==> config.mk <==
export PLATFORM = sky130hd
export DESIGN_NAME = stream_data_parser
export DESIGN_NICKNAME = d
export VERILOG_FILES = /design/src/stream_pkg.sv /design/src/beat_counter.sv /design/src/stream_data_parser.sv
export VERILOG_INCLUDE_DIRS = /design/src
export SDC_FILE = /design/constraint.sdc
export NUM_CORES = 1
export LEC_CHECK = 0
export BUFFER_PORTS_ARGS = -buffer_cell sky130_fd_sc_hd__buf_2
export CORE_MARGIN = 10
export CORE_UTILIZATION = 53
export CTS_BUF_LIST = sky130_fd_sc_hd__clkbuf_4 sky130_fd_sc_hd__clkbuf_8
export CTS_CLUSTER_SIZE = 40
export DETAILED_ROUTE_END_ITERATION = 8
export PLACE_DENSITY = 0.89
export SLEW_MARGIN = 15
export SYNTH_ARGS = -nofsm -noshare
export SYNTH_HDL_FRONTEND = slang
export SYNTH_SLANG_ARGS = --single-unit
==> constraint.sdc <==
create_clock -name clk -period 13.39 [get_ports clk]
set_input_delay 1.339 -clock clk [delete_from_list [all_inputs] [get_ports clk]]
set_output_delay 1.339 -clock clk [all_outputs]
set_load 0.05 [all_outputs]
==> src/stream_cfg.svh <==
`ifndef STREAM_CFG_SVH
`define STREAM_CFG_SVH

// width of one stream word in bits.
`define STREAM_DATA_W 128

// number of cores fed by the dispatcher.
`define STREAM_CORES 4

// receive FIFO depth in words, a power of two.
`define STREAM_FIFO_DEPTH 64

`endif

==> src/stream_pkg.sv <==
`include "stream_cfg.svh"

package stream_pkg;

   localparam int CORE_ID_W = $clog2(`STREAM_CORES);
   localparam int LEVEL_W = $clog2(`STREAM_FIFO_DEPTH) + 1;

   typedef logic [CORE_ID_W-1:0] core_id_t;

   // one extra bit so a full FIFO can be counted.
   typedef logic [LEVEL_W-1:0] level_t;

   typedef logic [31:0] len_t;

   typedef enum logic [1:0] {
      PARSE_IDLE,
      PARSE_STREAM,
      PARSE_KICK
   } parser_state_t;

endpackage

==> src/beat_counter.sv <==
`timescale 1ns/100ps

module beat_counter (
   input  logic              clk,
   input  logic              reset,
   input  logic              load,
   input  stream_pkg::len_t  load_value,
   input  logic              step,
   output logic              last
);

   import stream_pkg::*;

   len_t count;

   // load takes priority over step.
   always_ff @(posedge clk) begin
      if (reset) begin
         count <= '0;
      end else if (load) begin
         count <= load_value;
      end else if (step) begin
         count <= count - len_t'(1);
      end
   end

   // one word left in the frame.
   assign last = (count == len_t'(1));

   a_no_step_zero: assert property (
      @(posedge clk) disable iff (reset)
      (step && !load) |-> (count != '0)
   );

endmodule

==> src/stream_data_parser.sv <==
`timescale 1ns/100ps
`include "stream_cfg.svh"

module stream_data_parser (
   input  logic                      clk,
   input  logic                      reset,

   output logic                      recv_fifo_rdreq,
   input  logic [`STREAM_DATA_W-1:0] recv_fifo_q,
   input  stream_pkg::level_t        recv_fifo_rdusedw,
   input  logic                      recv_fifo_valid,

   input  logic                      core_valid,
   input  stream_pkg::core_id_t      core_id,

   output stream_pkg::core_id_t      target_core,
   output logic                      target_core_valid,
   output logic                      target_snk_sop,
   output logic                      target_snk_eop,
   output logic                      target_snk_valid,
   output logic [`STREAM_DATA_W-1:0] target_snk_data,

   output logic                      loader_kick,
   output logic [63:0]               loader_memory_base_addr
);

   import stream_pkg::*;

   parser_state_t state;
   len_t          header_len;
   logic [31:0]   data_id;
   logic          start;
   logic          single;
   logic          last;

   // header word holds the length in [31:0] and the identifier in [63:32].
   assign header_len = recv_fifo_q[31:0];
   assign single     = (header_len == len_t'(1));

   // the whole frame has to sit in the FIFO before it starts.
   assign start = (state == PARSE_IDLE) && core_valid && recv_fifo_valid
                  && (len_t'(recv_fifo_rdusedw) >= header_len)
                  && (header_len != '0);

   assign recv_fifo_rdreq = start || (state == PARSE_STREAM);

   beat_counter beat_counter_inst (
      .clk        (clk),
      .reset      (reset),
      .load       (start),
      .load_value (header_len - len_t'(1)),
      .step       (state == PARSE_STREAM),
      .last       (last)
   );

   always_ff @(posedge clk) begin
      if (reset) begin
         state             <= PARSE_IDLE;
         target_snk_sop    <= 1'b0;
         target_snk_eop    <= 1'b0;
         target_snk_valid  <= 1'b0;
         target_core_valid <= 1'b0;
         loader_kick       <= 1'b0;
      end else begin
         target_snk_sop    <= start;
         target_core_valid <= start;
         target_snk_valid  <= recv_fifo_rdreq;
         target_snk_eop    <= (start && single) || ((state == PARSE_STREAM) && last);
         loader_kick       <= (state == PARSE_KICK);
         case (state)
            PARSE_IDLE: begin
               if (start) begin
                  state <= single ? PARSE_KICK : PARSE_STREAM;
               end
            end
            PARSE_STREAM: begin
               if (last) begin
                  state <= PARSE_KICK;
               end
            end
            PARSE_KICK: begin
               state <= PARSE_IDLE;
            end
            default: begin
               state <= PARSE_IDLE;
            end
         endcase
      end
   end

   always_ff @(posedge clk) begin
      if (start) begin
         target_core <= core_id;
         data_id     <= recv_fifo_q[63:32];
      end
      if (recv_fifo_rdreq) begin
         target_snk_data <= recv_fifo_q;
      end
      // base address is the identifier times 32k and is held after the kick.
      if (state == PARSE_KICK) begin
         loader_memory_base_addr <= {17'b0, data_id, 15'b0};
      end
   end

   a_sop_valid: assert property (
      @(posedge clk) disable iff (reset)
      target_snk_sop |-> target_snk_valid
   );

   a_kick_idle: assert property (
      @(posedge clk) disable iff (reset)
      loader_kick |-> !target_snk_valid
   );

endmodule

Word level (Yosys, flattened, before mapping)
Cells that the tools add are included.
Cells by class
  add/sub/neg operators: 2
  mux-type cells: 6
  reduce and logical (&&, ||, !) cells: 12
  equality and inequality tests: 6
  magnitude comparators: 1
Operator list (count)
  $eq 32x1->1 const B: 2
  $mux 32: 2
  $sub 32x1->32 const B: 2
  $ge 7x32->1: 1
  $reduce_bool 32->1: 1
  $logic_and 1x1->1: 6
  $mux 2: 3
  $ne 2x2->1 const B: 2
  $pmux 2 s2: 1
  $eq 2x1->1 const B: 1
  $eq 2x2->1 const B: 1
  $logic_not 2->1: 1
  $logic_or 1x1->1: 2
  $reduce_and 2->1: 1
  $reduce_bool 2->1: 1
Storage, ports and cells
  bits in registers: 232
  input port bits: 141
  word-level logic and storage cells: 37

Logic depth before layout (Yosys ltp)
  word-level depth: 7
  depth in mapped cells: 10
  mapped depth without buffers: 9

Modules after synthesis
From an unflattened synthesis, not the netlist that was laid out.
Second synthesis, totals
  cell total of the unflattened synthesis: 621
  area, all modules: 9091.2 µm²
Modules (own cells, without submodules)
  stream_data_parser: area an instance 7071.8 µm², instances 1, sequential area each 5945.7 µm², cells an instance 362
  beat_counter: area an instance 2019.4 µm², instances 1, sequential area each 640.6 µm², cells an instance 259

Worst setup path after synthesis
OpenSTA, ideal clock, no wires.
  kind: input-to-output
  from: input port recv_fifo_q[6]
  to: output port recv_fifo_rdreq
  slack: 6.419 ns
  path buffers: 0
  arrival: 5.632 ns
  cell stages on the path: 8
  cells stage by stage: inv_1 > ha_1 > and3_1 > a221o_1 > a31oi_1 > nor4_1 > nor2_1 > inv_1
Between the ends
  cells in the longest elaborated chain, start to end: 4
  elaborated cells between the ends (all ways): 5
Ends and longest elaborated chain
  from (decl): line stream_data_parser.sv:9  | input logic [`STREAM_DATA_W-1:0] recv_fifo_q,
  $ge 7x32->1: line stream_data_parser.sv:42  | && (len_t'(recv_fifo_rdusedw) >= header_len)
  $logic_and 1x1->1: line stream_data_parser.sv:42
  $logic_and 1x1->1 *: line stream_data_parser.sv:43  | && (header_len != '0);
  $logic_or 1x1->1 *: line stream_data_parser.sv:45  | assign recv_fifo_rdreq = start || (state == PARSE_STREAM);
  to (decl): line stream_data_parser.sv:8  | output logic recv_fifo_rdreq,
Every way passes the cells marked *; elsewhere a longest branch is shown, timed or not.

Worst setup path after layout
Ends and elaborated chain as after synthesis.

==> reports/metrics.cfg <==
[clocking]
tritoncts = yes
cts_hold_buf = 0
htree_levels = 2
clock_latency_ns = 0.53
post_cts_resized = 0
clk_pin_slew_ns = 0.06
cts_setup_buffers = 0
numCtsBuffers = 36
clockBufferDepth = 3
clock-sinks = 232
cts_root_buf = clkbuf_8

[setup_path]
cp.arrival_ns = 4.49
slowest_delay_ns = 0.55
end_kind = output pin
r2r-end = target_snk_data[47]
crit_type = primary input to output pin
cp_top_family = buffers and inverters
crit_top_cell = buf_2
r2r_start = state[1]
r2r_cells = 7
crit_slowest_cell = nor2_1
critPathBufInv = 5
worst_ep_required_time_ns = 12.05
critPathLaunchType = primary input
cp_max_fo = 44
cp_cell_sequence = buf_2, inv_1, ha_1, and3_1, a221o_1, a31oi_1, nor4_1, buf_4, nor2_1, inv_4, buf_2
rrSetupSlack_ns = 10.11

[power]
finalPower_w = 0.00142
power_density_nw_per_um2 = 133
ir_drop_mv = 0.0789
power.leakage_nw = 4.27

[layout]
layout.nets = 992
drive_gt1_share_pct = 43.8
areaGrowthSynthToFinish_pct = 28.6
final_common_cell = buf_2
layout_common_cells = 308 x buf_2, 194 x edfxtp_1, 38 x dfxtp_1

[sta]
finalSetupViolations = 0
rsz0062_at_grt = false
worst_pin_slew_ns = 1.06
slew_violations = 0
min_period_over_period_pct = 43.5
slew-limit-headroom_pct = 29.0
finalSetupTns_ns = 0
max_freq_ghz = 0.172
fin_crit_ns = 5.83
finalHoldViolations = 0
clock-skew-final_ns = 0.0153

[global_route]
antenna_found_initial = 8
grt_max_degree = 87
grt_pass1_vias = 5867
gr-total-overflow = 0
grt_usage_pct = 23.4
grt_pass1_wl_um = 37400

[synth]
synth.avg_cell_area_um2 = 16.6
syn-cell-area_um2 = 8310
yosysSeqAreaShare_pct = 79.2
synth-main-ff-cell = edfxtp_1
yosys_register_bits = 232
yosys_warnings = 0
async_reset_ff_share_pct = 0
syn-instance-count = 502
synth_edf_count = 194
ys_types = 46

[hold_path]
hp-class = flip-flop to flip-flop
hold_end = loader_memory_base_addr[38]
whs_path_depth = 0
hp-start = data_id[23]

[detailed_routing]
dr_total_vias = 5730
vias_per_cell = 5.32
avgRoutedWirePerCell_um = 24.4
first_pass_iters = 5
route.detailed.drc = 0
drt_iter0_markers = 539
ant_nets = 0
drt-total-wl_um = 26300

[floorplan]
row_count = 45
die_area_um2 = 21100
dieHeight_um = 145
ios = 341
core_area_um2 = 15300
dieWidth_um = 145
initial_utilization_pct = 54.3

[status]
outcome = finished, final reports clean

[job]
maxCapViolations = 0

[placed_design]
gp_congestion = 0.960
dp_hpwl_um = 19100
port-buffer-count = 308

## layer usage
| layer | share of wire [%] | GRT usage [%] | routed length [um] |
|---|---|---|---|
| met5 | 0.16 | 0 | 41 |
| met4 | 3.5 | 10.2 | 909 |
| met3 | 10 | 8.35 | 2650 |
| met2 | 51 | 40.0 | 13300 |
| met1 | 36 | 25.9 | 9330 |
## through the flow
step	util [%]	instance area, um2	setup WS [ns]	cells	hold WS [ns]
finish	69.8	10700	7.56	1078	0.405
global route	69.8	10700	7.38	1076	0.425
global placement	65.2	9990	7.72	1012	0.400
CTS	69.7	10700	7.61	1074	0.411
detailed placement	65.2	9990	7.63	1012	0.405
floorplan	-	8430	6.42	533	0.400
## cells by family after synthesis
family / Yosys count / share of synthesized area (%)
and+or+nand+nor: 120 / 7.78
DFF: 232 / 79.2
other: 1 / 0.0451
xor gates and xnor gates: 25 / 2.63
adders and majority gates: 12 / 1.81
AOI/OAI and AO/OA: 57 / 4.52
buffers and inverters: 55 / 3.99
## registers in the layout (all words and copies together) (netlist names)
| signal | flops |
|---|---|
| beat_counter_inst.count | 32 |
| data_id | 32 |
| loader_kick | 1 |
| loader_memory_base_addr | 32 |
| state | 2 |
| target_core | 2 |
| target_snk_data | 128 |
| target_snk_eop | 1 |
| target_snk_sop | 1 |
| target_snk_valid | 1 |
## power breakdown
part / switching, W / internal (W)
sequential: 0.00000000000267 / 0.000779
clock: 0.000272 / 0.000310
combinational: 0.0000409 / 0.0000186
## cell type report
| cell class | count | area (um2) |
|---|---|---|
| clock buffer | 49 | 593 |
| tap | 211 | 264 |
| clock inverter | 13 | 98.8 |
| multi-input combinational | 246 | 1520 |
| sequential | 232 | 6590 |
| inverter | 12 | 47.5 |
| antenna | 4 | 10.0 |
| fill | 1041 | 4630 |
| timing repair buffer | 311 | 1560 |
## cell usage after synthesis (8+ instances only)
library cell  count  area share [%]
edfxtp_1        194              70
dfxtp_1          38             9.2
buf_4            33             3.0
nor2_1           27             1.2
a21oi_1          21             1.3
xnor2_1          17             1.8
nand2_1          16            0.72
nor3_1           14            0.84
nor4_1           14             1.1
ha_1             12             1.8
inv_1            12            0.54
a211oi_1         10            0.90
or3_1             9            0.68
clkbuf_1          8            0.36
nand3_1           8            0.48
xor2_1            8            0.84
## worst register-to-register path, cell delays in order (launching register included)
cell     delay (ns)
dfxtp_1        0.36
nor2_1         0.12
nand4_1        0.24
nor4_1         0.24
buf_4          0.24
nor2_1         0.19
inv_4          0.52
buf_4          0.90
## how the worst max path moves through the flow
stage,cells after the start,from,slack (ns),end
detailed placement,11,recv_fifo_q[6],7.63,recv_fifo_rdreq
global route,11,recv_fifo_q[5],7.38,recv_fifo_rdreq
floorplan,8,recv_fifo_q[6],6.42,recv_fifo_rdreq
finish,11,recv_fifo_q[6],7.56,recv_fifo_rdreq
CTS,11,recv_fifo_q[6],7.61,recv_fifo_rdreq
global placement,11,recv_fifo_q[6],7.72,recv_fifo_rdreq
(Power assumes the default switching activity.)
