--- src/stream_cfg.svh ---
`ifndef STREAM_CFG_SVH
`define STREAM_CFG_SVH

// width of one stream word in bits.
`define STREAM_DATA_W 128

// number of cores fed by the dispatcher.
`define STREAM_CORES 4

// receive FIFO depth in words, a power of two.
`define STREAM_FIFO_DEPTH 64

`endif

--- src/stream_pkg.sv ---
`include "stream_cfg.svh"

package stream_pkg;

   localparam int CORE_ID_W = $clog2(`STREAM_CORES);
   localparam int LEVEL_W = $clog2(`STREAM_FIFO_DEPTH) + 1;

   typedef logic [CORE_ID_W-1:0] core_id_t;

   // one extra bit so a full FIFO can be counted.
   typedef logic [LEVEL_W-1:0] level_t;

   typedef logic [31:0] len_t;

   typedef enum logic [1:0] {
      PARSE_IDLE,
      PARSE_STREAM,
      PARSE_KICK
   } parser_state_t;

endpackage

--- src/core_pool.sv ---
`timescale 1ns/100ps
`include "stream_cfg.svh"

module core_pool (
   input  logic                    clk,
   input  logic                    reset,
   input  logic                    claim,
   input  stream_pkg::core_id_t    claim_id,
   input  logic [`STREAM_CORES-1:0] core_done,
   output logic                    core_valid,
   output stream_pkg::core_id_t    core_id
);

   import stream_pkg::*;

   logic [`STREAM_CORES-1:0] busy;

   // claim wins over a done for the same core.
   always_ff @(posedge clk) begin
      if (reset) begin
         busy <= '0;
      end else begin
         busy <= busy & ~core_done;
         if (claim) begin
            busy[claim_id] <= 1'b1;
         end
      end
   end

   // lowest idle core.
   // scan from the top so the lowest index lands last.
   always_comb begin
      core_id    = '0;
      core_valid = 1'b0;
      for (int i = `STREAM_CORES - 1; i >= 0; i--) begin
         if (!busy[i]) begin
            core_id    = core_id_t'(i);
            core_valid = 1'b1;
         end
      end
   end

   a_claim_idle: assert property (
      @(posedge clk) disable iff (reset)
      claim |-> !busy[claim_id]
   );

endmodule

--- config.mk ---
export PLATFORM = sky130hd
export DESIGN_NAME = core_pool
export DESIGN_NICKNAME = d
export VERILOG_FILES = /design/src/stream_pkg.sv /design/src/core_pool.sv
export VERILOG_INCLUDE_DIRS = /design/src
export SDC_FILE = /design/constraint.sdc
export NUM_CORES = 1
export LEC_CHECK = 0
export BUFFER_PORTS_ARGS = -buffer_cell sky130_fd_sc_hd__buf_4
export CELL_PAD_IN_SITES_DETAIL_PLACEMENT = 1
export CELL_PAD_IN_SITES_GLOBAL_PLACEMENT = 1
export CORE_AREA = 4 4 41 43
export DETAILED_ROUTE_END_ITERATION = 10
export DIE_AREA = 0 0 45 47
export PLACE_DENSITY = 0.49
export SLEW_MARGIN = 10
export SYNTH_ARGS = -nofsm -noshare
export SYNTH_HDL_FRONTEND = slang
export SYNTH_SLANG_ARGS = --single-unit
--- constraint.sdc ---
create_clock -name clk -period 0.85 [get_ports clk]
set_clock_uncertainty 0.15 [all_clocks]
set_input_delay 0.17 -clock clk [delete_from_list [all_inputs] [get_ports clk]]
set_output_delay 0.17 -clock clk [all_outputs]
set_load 0.01 [all_outputs]
---- Word-level counts from Yosys, hierarchy flattened ----
Index checks and enable logic that the tools add are counted.
storage, ports and cells
  bits in registers ....................... 4
  input port bits ......................... 9
  output and inout bits ................... 3
  logic and storage cells ................. 18
cells by class
  order comparisons ....................... 2
  multiplexer cells ....................... 11
  bitwise gates (word level) .............. 3
  reductions and logical operators ........ 1
operators by type and width
  operator              number
  $mux W2               4
  $mux W1               5
  $and A4 B4 Y4         1
  $mux W4               1
  $not A4 Y4            1
  $or A4 B4 Y4          1
  $lt A2 B3 Y1 const B  1
  $demux W1 S2          1
  $ge A2 B1 Y1 const B  1
  $logic_and A1 B1 Y1   1

---- Logic depth before layout (Yosys ltp) ----
Gate-level depths: netlist of the first run.
  word-level depth ........................ 6
  gate-level depth with buffers ........... 2
  mapped depth without buffers ............ 2

---- Worst setup path before layout of the first run ----
No wires, ideal clock.
  path kind ............................... reg-to-output
  from .................................... register busy[3]
  to ...................................... output port core_id[0]
  arrival ................................. 0.736 ns
  data required time ...................... 0.530 ns
  setup slack ............................. -0.206 ns
  cell stages (with the launch flop) ...... 3
  path buffers ............................ 0
  path through ............................ dfxtp_1 > nand2b_1 > a21boi_0
on the way
  word-level cells in the longest chain between the ends .. 4
RTL lines
  element                 line             source
  start, declared         core_pool.sv:16  logic [`STREAM_CORES-1:0] busy;
  start signal, assigned  core_pool.sv:23  busy <= busy & ~core_done;
  $mux W2 (4 in series)   core_pool.sv:36  if (!busy[i]) begin
  end, declared           core_pool.sv:11  output stream_pkg::core_id_t core_id
Every way passes these cells.

---- Worst setup path after layout of the first run ----
Same ends and word-level chain as after synthesis.

==> results by group, run 1 <==
Placed design
  – Port Buffers: 11
  – Routability congestion estimate from global placement: 0.679
  – Hpwl dp: 445 um
  – Setup WS pre-CTS: -0.168 ns

Pwr
  – Clk pwr share: 0.452
  – P_sw: 109 uW
  – Sw Ratio: 0.211
  – Worst IR Drop VDD: 388 uV
  – Sequential share of power: 0.390
  – Static leakage: 0.000160 uW
  – Combinational power share: 0.158
  – Total power: 514 uW
  – P_int: 406 uW
  – Power Density: 1310 mW/mm2

Timing
  – Max Clock Freq: 0.800 GHz
  – Final setup viols: 3
  – Minimum hold slack: -0.0335 ns
  – Period utilisation layout: 1.47
  – Final hold violations: 4
  – Tmin final: 1.25 ns
  – Slew headroom: 0.928
  – Least-Margin Pin Slew: 0.107 ns
  – Worst setup margin: -0.400 ns
  – Unrepaired setup endpoints after global routing: yes
  – Fin. max-slew vios: 0

CTS
  – CTS Buf Count: 3
  – Clk sinks: 4
  – Clock transition at the registers of the reported paths: 0.04 ns
  – CTS Buffer Depth: 2
  – CTS tree: yes
  – H-tree depth: 1
  – Latest clock arrival within the worst-skew pair: 0.23 ns
  – Clock root cell: clkbuf_4

Route
  – Total Wirelength: 542 um
  – Vias: 220
  – DR DRC count: 0
  – Vias/cell: 4.00
  – WL/cell: 9.85 um
  – Routed Antenna Nets: 0
  – TritonRoute pass-1 iters: 1
  – Initial DRC Count: 0

Yosys
  – Netlist cell types: 9
  – Mapped cell area: 183 um2
  – Synth cell count leaders: a21oi_1, nand2b_1, dfxtp_1
  – Top FF cell, synth: dfxtp_1
  – Post-synth EDFFs: 0
  – Synth Register Bits: 4
  – Async SR Flop Fraction: 0
  – Largest cells by area after synthesis: dfxtp_1, nand2b_1, a21oi_1
  – Post-synth top area share: 0.438
  – Post-synthesis area per instance: 8.70 um2
  – Seq/Total Area, Yosys: 0.438
  – Dominant cell type by area after synthesis: dfxtp_1
  – Synth Instances: 21
  – Post-Syn Nets: 30
  – Syn. warnings: 0

Worst setup path
  – Worst-path cell chain: nand2b_4, a21boi_2, buf_4
  – Crit start category: register
  – Slowest stage delay, CP: 0.33 ns
  – Crit path kind: register to output pin
  – Critical-path maximum fanout: 4
  – Setup crit end kind: output pin
  – CP Data Arrival Time: 0.93 ns
  – Worst Path Required: 0.53 ns
  – Slowest cell on the critical path: dfxtp_2

Layout
  – Largest reg by FF count: busy
  – Seq. cell area: 92.6 um2
  – # diodes: 0
  – Nets: 51
  – Util after Layout: 0.302
  – Largest regs: busy x4
  – Synth-to-Final Area Change: 115%
  – Area occupied by multi-input gates: 135 um2
  – Largest register FFs: 4
  – Layout cells sized above 1: 0.750
  – Fillers: 165

Run
  – MaxCap Viol Count: 0

Die
  – Ports: 12
  – Cell row count: 13
  – Starting Density: 0.140
  – DIE AREA: 0.00212 mm2
  – Die height: 47 um
  – Die Wd: 45 um
  – Core Area: 0.00130 mm2

Global routing
  – First-pass GRT wire length: 876 um
  – Vias in the first global route: 225
  – Pin count of the biggest net entering global routing: 5
  – Grt total ovfl: 0
  – Initial antenna violation count: 0
  – GRT Total Usage: 0.0616

Run status
  – Outcome: finished, violations left
  – Failing checks: negative hold slack, negative setup slack

Min path
  – Worst min path class: primary input to register
## critical path: cells and delay by family, from the launching register on
kind                   cells  cell delay, ns
AOI/OAI and AO/OA          1            0.11
buffers and inverters      1            0.13
DFF                        1            0.33
and+or+nand+nor            1            0.14
## power groups by stage
stage / Sequential, uW / Clock (uW) / Combinational [uW]
finish: 201 / 232 / 81.5
global route: 202 / 257 / 90.4
CTS: 204 / 247 / 73.3
floorplan: 208 / 0 / 20.6
global placement: 209 / 0 / 68.2
detailed placement: 210 / 0 / 70.2
## layer usage
metal | track usage | part of all wire | wire (um)
met1 | 0.0591 | 0.38 | 207
met2 | 0.0932 | 0.53 | 289
met3 | 0.0383 | 0.085 | 46
met4 | 0.0526 | 0 | 0
met5 | 0 | 0 | 0
## cell type report
cell class	instances	area share
multi-input cells	17	0.344
repair buffers	16	0.315
flip-flops and latches	4	0.236
clock buffers	3	0.0573
well taps	15	0.0478
## through the flow
stage | hold WS (ns) | std cells | TNS, ns | area, um2
global placement | 0.207 | 50 | -0.575 | 327
global route | -0.0290 | 55 | -1.20 | 393
floorplan | 0.0817 | 21 | -0.0802 | 203
detailed placement | 0.209 | 50 | -0.641 | 327
CTS | -0.0428 | 54 | -1.10 | 359
finish | -0.0335 | 55 | -1.03 | 393
## path summary, 6_finish.rpt
| check | from | endpoint | slack [ns] | cells after the start |
|---|---|---|---|---|
| setup reg to reg | busy[3] | busy[3] | 0.01 | 3 |
| hold reg to reg | busy[1] | busy[1] | 0.36 | 2 |
| setup / recovery | busy[3] | core_id[0] | -0.40 | 3 |
| hold / removal | reset | busy[0] | -0.03 | 2 |
## placed cells by master (no fill, tap or decap), drive strengths merged
cell / n
or3b: 1
a21boi: 1
dfxtp: 4
clkbuf: 3
buf: 16
nand3: 1
a21oi: 5
nand4: 1
nand3b: 2
nand2: 1
nand2b: 5
## logic make-up after synthesis
family / after synthesis / synth area share
and+or+nand+nor: 11 / 0.384
AOI/OAI and AO/OA: 6 / 0.178
DFF: 4 / 0.438
## timing repair
item	CTS	global route
gates resized for setup	1	7
setup endpoints to repair	3	4
setup buffers	1	1
hold endpoints to repair	4	4
pin swaps	0	1
cloned	0	0
Power figures use the tool's default switching activity.
==> inputs of run 2 (changes only) <==
Settings changed: GPL_TIMING_DRIVEN from default to 0.
==> run 2 against run 1 <==
The flow still finishes with violations (negative hold slack, negative setup slack). Clock-buffer cell count unchanged. Routed wire length shrank 9.0%. Non-clock buffer count down 4. Via count fell by 6.8%. Fmax fell by 0.48%. Sequential cell count stayed put. Final area down 10%. Final cell count decreased by 7.3%. Critical path type unchanged.
==> results by group, run 2 (synthesized netlist as in run 1, its figures left out) <==
Die
  – Die height: 47 um (unchanged)
  – DIE AREA: 0.00212 mm2 (unchanged)
  – Starting Density: 0.140 (unchanged)
  – Die Wd: 45 um (unchanged)
  – Ports: 12 (unchanged)
  – Cell row count: 13 (unchanged)
  – Core Area: 0.00130 mm2 (unchanged)

Run status
  – Outcome: finished, violations left
  – Failing checks: negative hold slack, negative setup slack

Route
  – Routed Antenna Nets: 0 (unchanged)
  – DR DRC count: 0 (unchanged)
  – Initial DRC Count: 0 (unchanged)
  – Vias/cell: 4.02 (+0.49%)
  – Total Wirelength: 493 um (-9.0%)
  – Vias: 205 (-6.8%)
  – WL/cell: 9.67 um (-1.9%)
  – TritonRoute pass-1 iters: 1 (unchanged)

Worst setup path
  – Setup crit end kind: output pin
  – R2r setup slk: 0.03 ns (+0.02 ns)
  – Critical R2R Capture: busy[0]
  – Slowest stage delay, CP: 0.33 ns (about the same)
  – Crit Reg-Reg Startpoint: busy[0]
  – Critical-path maximum fanout: 4 (unchanged)
  – Worst Path Required: 0.53 ns (about the same)
  – CP Data Arrival Time: 0.94 ns (about the same)
  – Worst-path cell chain: nand2b_4, a21boi_2, buf_4
  – Crit path kind: register to output pin
  – Reg2reg path depth: 3 (unchanged)
  – Bufs and invs on worst path: 1 (unchanged)
  – Crit start category: register
  – Slowest cell on the critical path: dfxtp_2
  – Crit path max-delay family: flip-flops

Layout
  – Most frequent cells in the layout: buf_4, nand2b_1, a21oi_1, clkbuf_4
  – Largest regs: busy x4
  – Synth-to-Final Area Change: 93.2%
  – Nets: 47 (-7.8%)
  – Fillers: 163 (-1.2%)
  – Largest reg by FF count: busy
  – Layout cells sized above 1: 0.694 (-0.0556)
  – # diodes: 0 (unchanged)
  – Most common cell after layout, fill and taps aside: buf_4
  – Largest register FFs: 4 (unchanged)

Global routing
  – Pin count of the biggest net entering global routing: 5 (unchanged)
  – GRT Total Usage: 0.0584 (-0.00321)
  – Initial antenna violation count: 0 (unchanged)
  – Grt total ovfl: 0 (unchanged)
  – First-pass GRT wire length: 786 um (-10%)
  – Vias in the first global route: 213 (-5.3%)

Pwr
  – Worst IR Drop VDD: 477 uV (+23%)
  – Power Density: 1440 mW/mm2 (+10%)
  – Total power: 508 uW (-1.2%)
  – Static leakage: 0.000139 uW (-13%)

Timing
  – Final hold violations: 4 (unchanged)
  – Least-Margin Pin Slew: 0.114 ns (+0.00622 ns)
  – Fin. max-slew vios: 0 (unchanged)
  – Worst setup margin: -0.406 ns (-0.00607 ns)
  – Final setup viols: 3 (unchanged)
  – Period utilisation layout: 1.48 (+0.00714)
  – Minimum hold slack: -0.0430 ns (-0.00944 ns)
  – Tmin final: 1.26 ns (+0.00607 ns)
  – Setup TNS: -1.05 ns (-0.0224 ns)
  – Max Clock Freq: 0.796 GHz (-0.48%)
  – Unrepaired setup endpoints after global routing: yes
  – Slew headroom: 0.924 (-0.00414)

CTS
  – H-tree depth: 1 (unchanged)
  – CTS tree: yes
  – Clk sinks: 4 (unchanged)
  – Clock transition at the registers of the reported paths: 0.04 ns (about the same)
  – CTS Buf Count: 3 (unchanged)
  – Latest clock arrival within the worst-skew pair: 0.24 ns (about the same)
  – Clock root cell: clkbuf_4
  – CTS Buffer Depth: 2 (unchanged)

Min path
  – Hold depth: 2 (unchanged)
  – Worst min path class: primary input to register
  – Hold Startpoint: reset
  – Worst hold endpoint: busy[0]

Placed design
  – Setup WS pre-CTS: -0.168 ns (-0.000253 ns)
  – Port Buffers: 11 (unchanged)
  – Routability congestion estimate from global placement: 0.637 (-6.2%)

Run
  – MaxCap Viol Count: 0 (unchanged)
[run 2: cell types whose count changed in the layout (fill, tap and decap cells not counted), sizes merged]
cell	delta
buf	-4
[run 2: cell type report]
cell class / count / area [um2] / area share
multi-input combinational: 17 / 131 / 0.372
clock buffer: 3 / 22.5 / 0.0638
timing repair buffer: 12 / 90.1 / 0.255
sequential: 4 / 90.1 / 0.255
tap: 15 / 18.8 / 0.0532
[run 2: how the worst max path moves through the flow]
stage	end	startpoint	cells after the start	slack [ns]
after floorplan	core_id[0]	busy[3]	2	-0.07
after global placement	busy[0]	claim_id[0]	3	-0.15
after detailed placement	core_id[0]	busy[3]	3	-0.17
after CTS	core_id[0]	busy[3]	3	-0.43
after global routing	core_id[0]	busy[3]	3	-0.45
final	core_id[0]	busy[3]	3	-0.41
[run 2: per-layer routing]
| metal | up-vias | wire length (um) | global-route usage |
|---|---|---|---|
| met3 | 2 | 47 | 0.0230 |
| met5 | - | 0 | 0 |
| met1 | 87 | 178 | 0.0522 |
| met4 | 0 | 23 | 0.0877 |
| met2 | 10 | 243 | 0.0847 |
| li1 | 106 | - | - |
[run 2: worst reg2reg max path, stage by stage, from the launching register on]
cell      delay (ns)
dfxtp_2         0.34
buf_4           0.12
nand2b_4        0.05
a21oi_2         0.09
[run 2: power breakdown]
part	internal (uW)	total [uW]	switching, uW	leakage (uW)
Combinational	45.2	66.0	20.8	0.0000905
Clock	158	240	81.5	0.0000138
Sequential	193	202	9.23	0.0000350
Total	397	508	112	0.000139
[run 2: metrics by stage]
stage,cell area (um2),utilization,std cells
finish,353,0.271,51
global route,353,0.271,51
CTS,334,0.257,50
detailed placement,304,0.234,47
global placement,304,0.234,47
floorplan,203,-,21
[run 2: repair_timing]
item                                    in CTS  in global routing
pin swaps                                    0                  1
endpoints found under the hold margin        4                  4
buffers inserted                             0                  1
endpoints found under the setup margin       3                  3
gates resized for setup                      3                  2
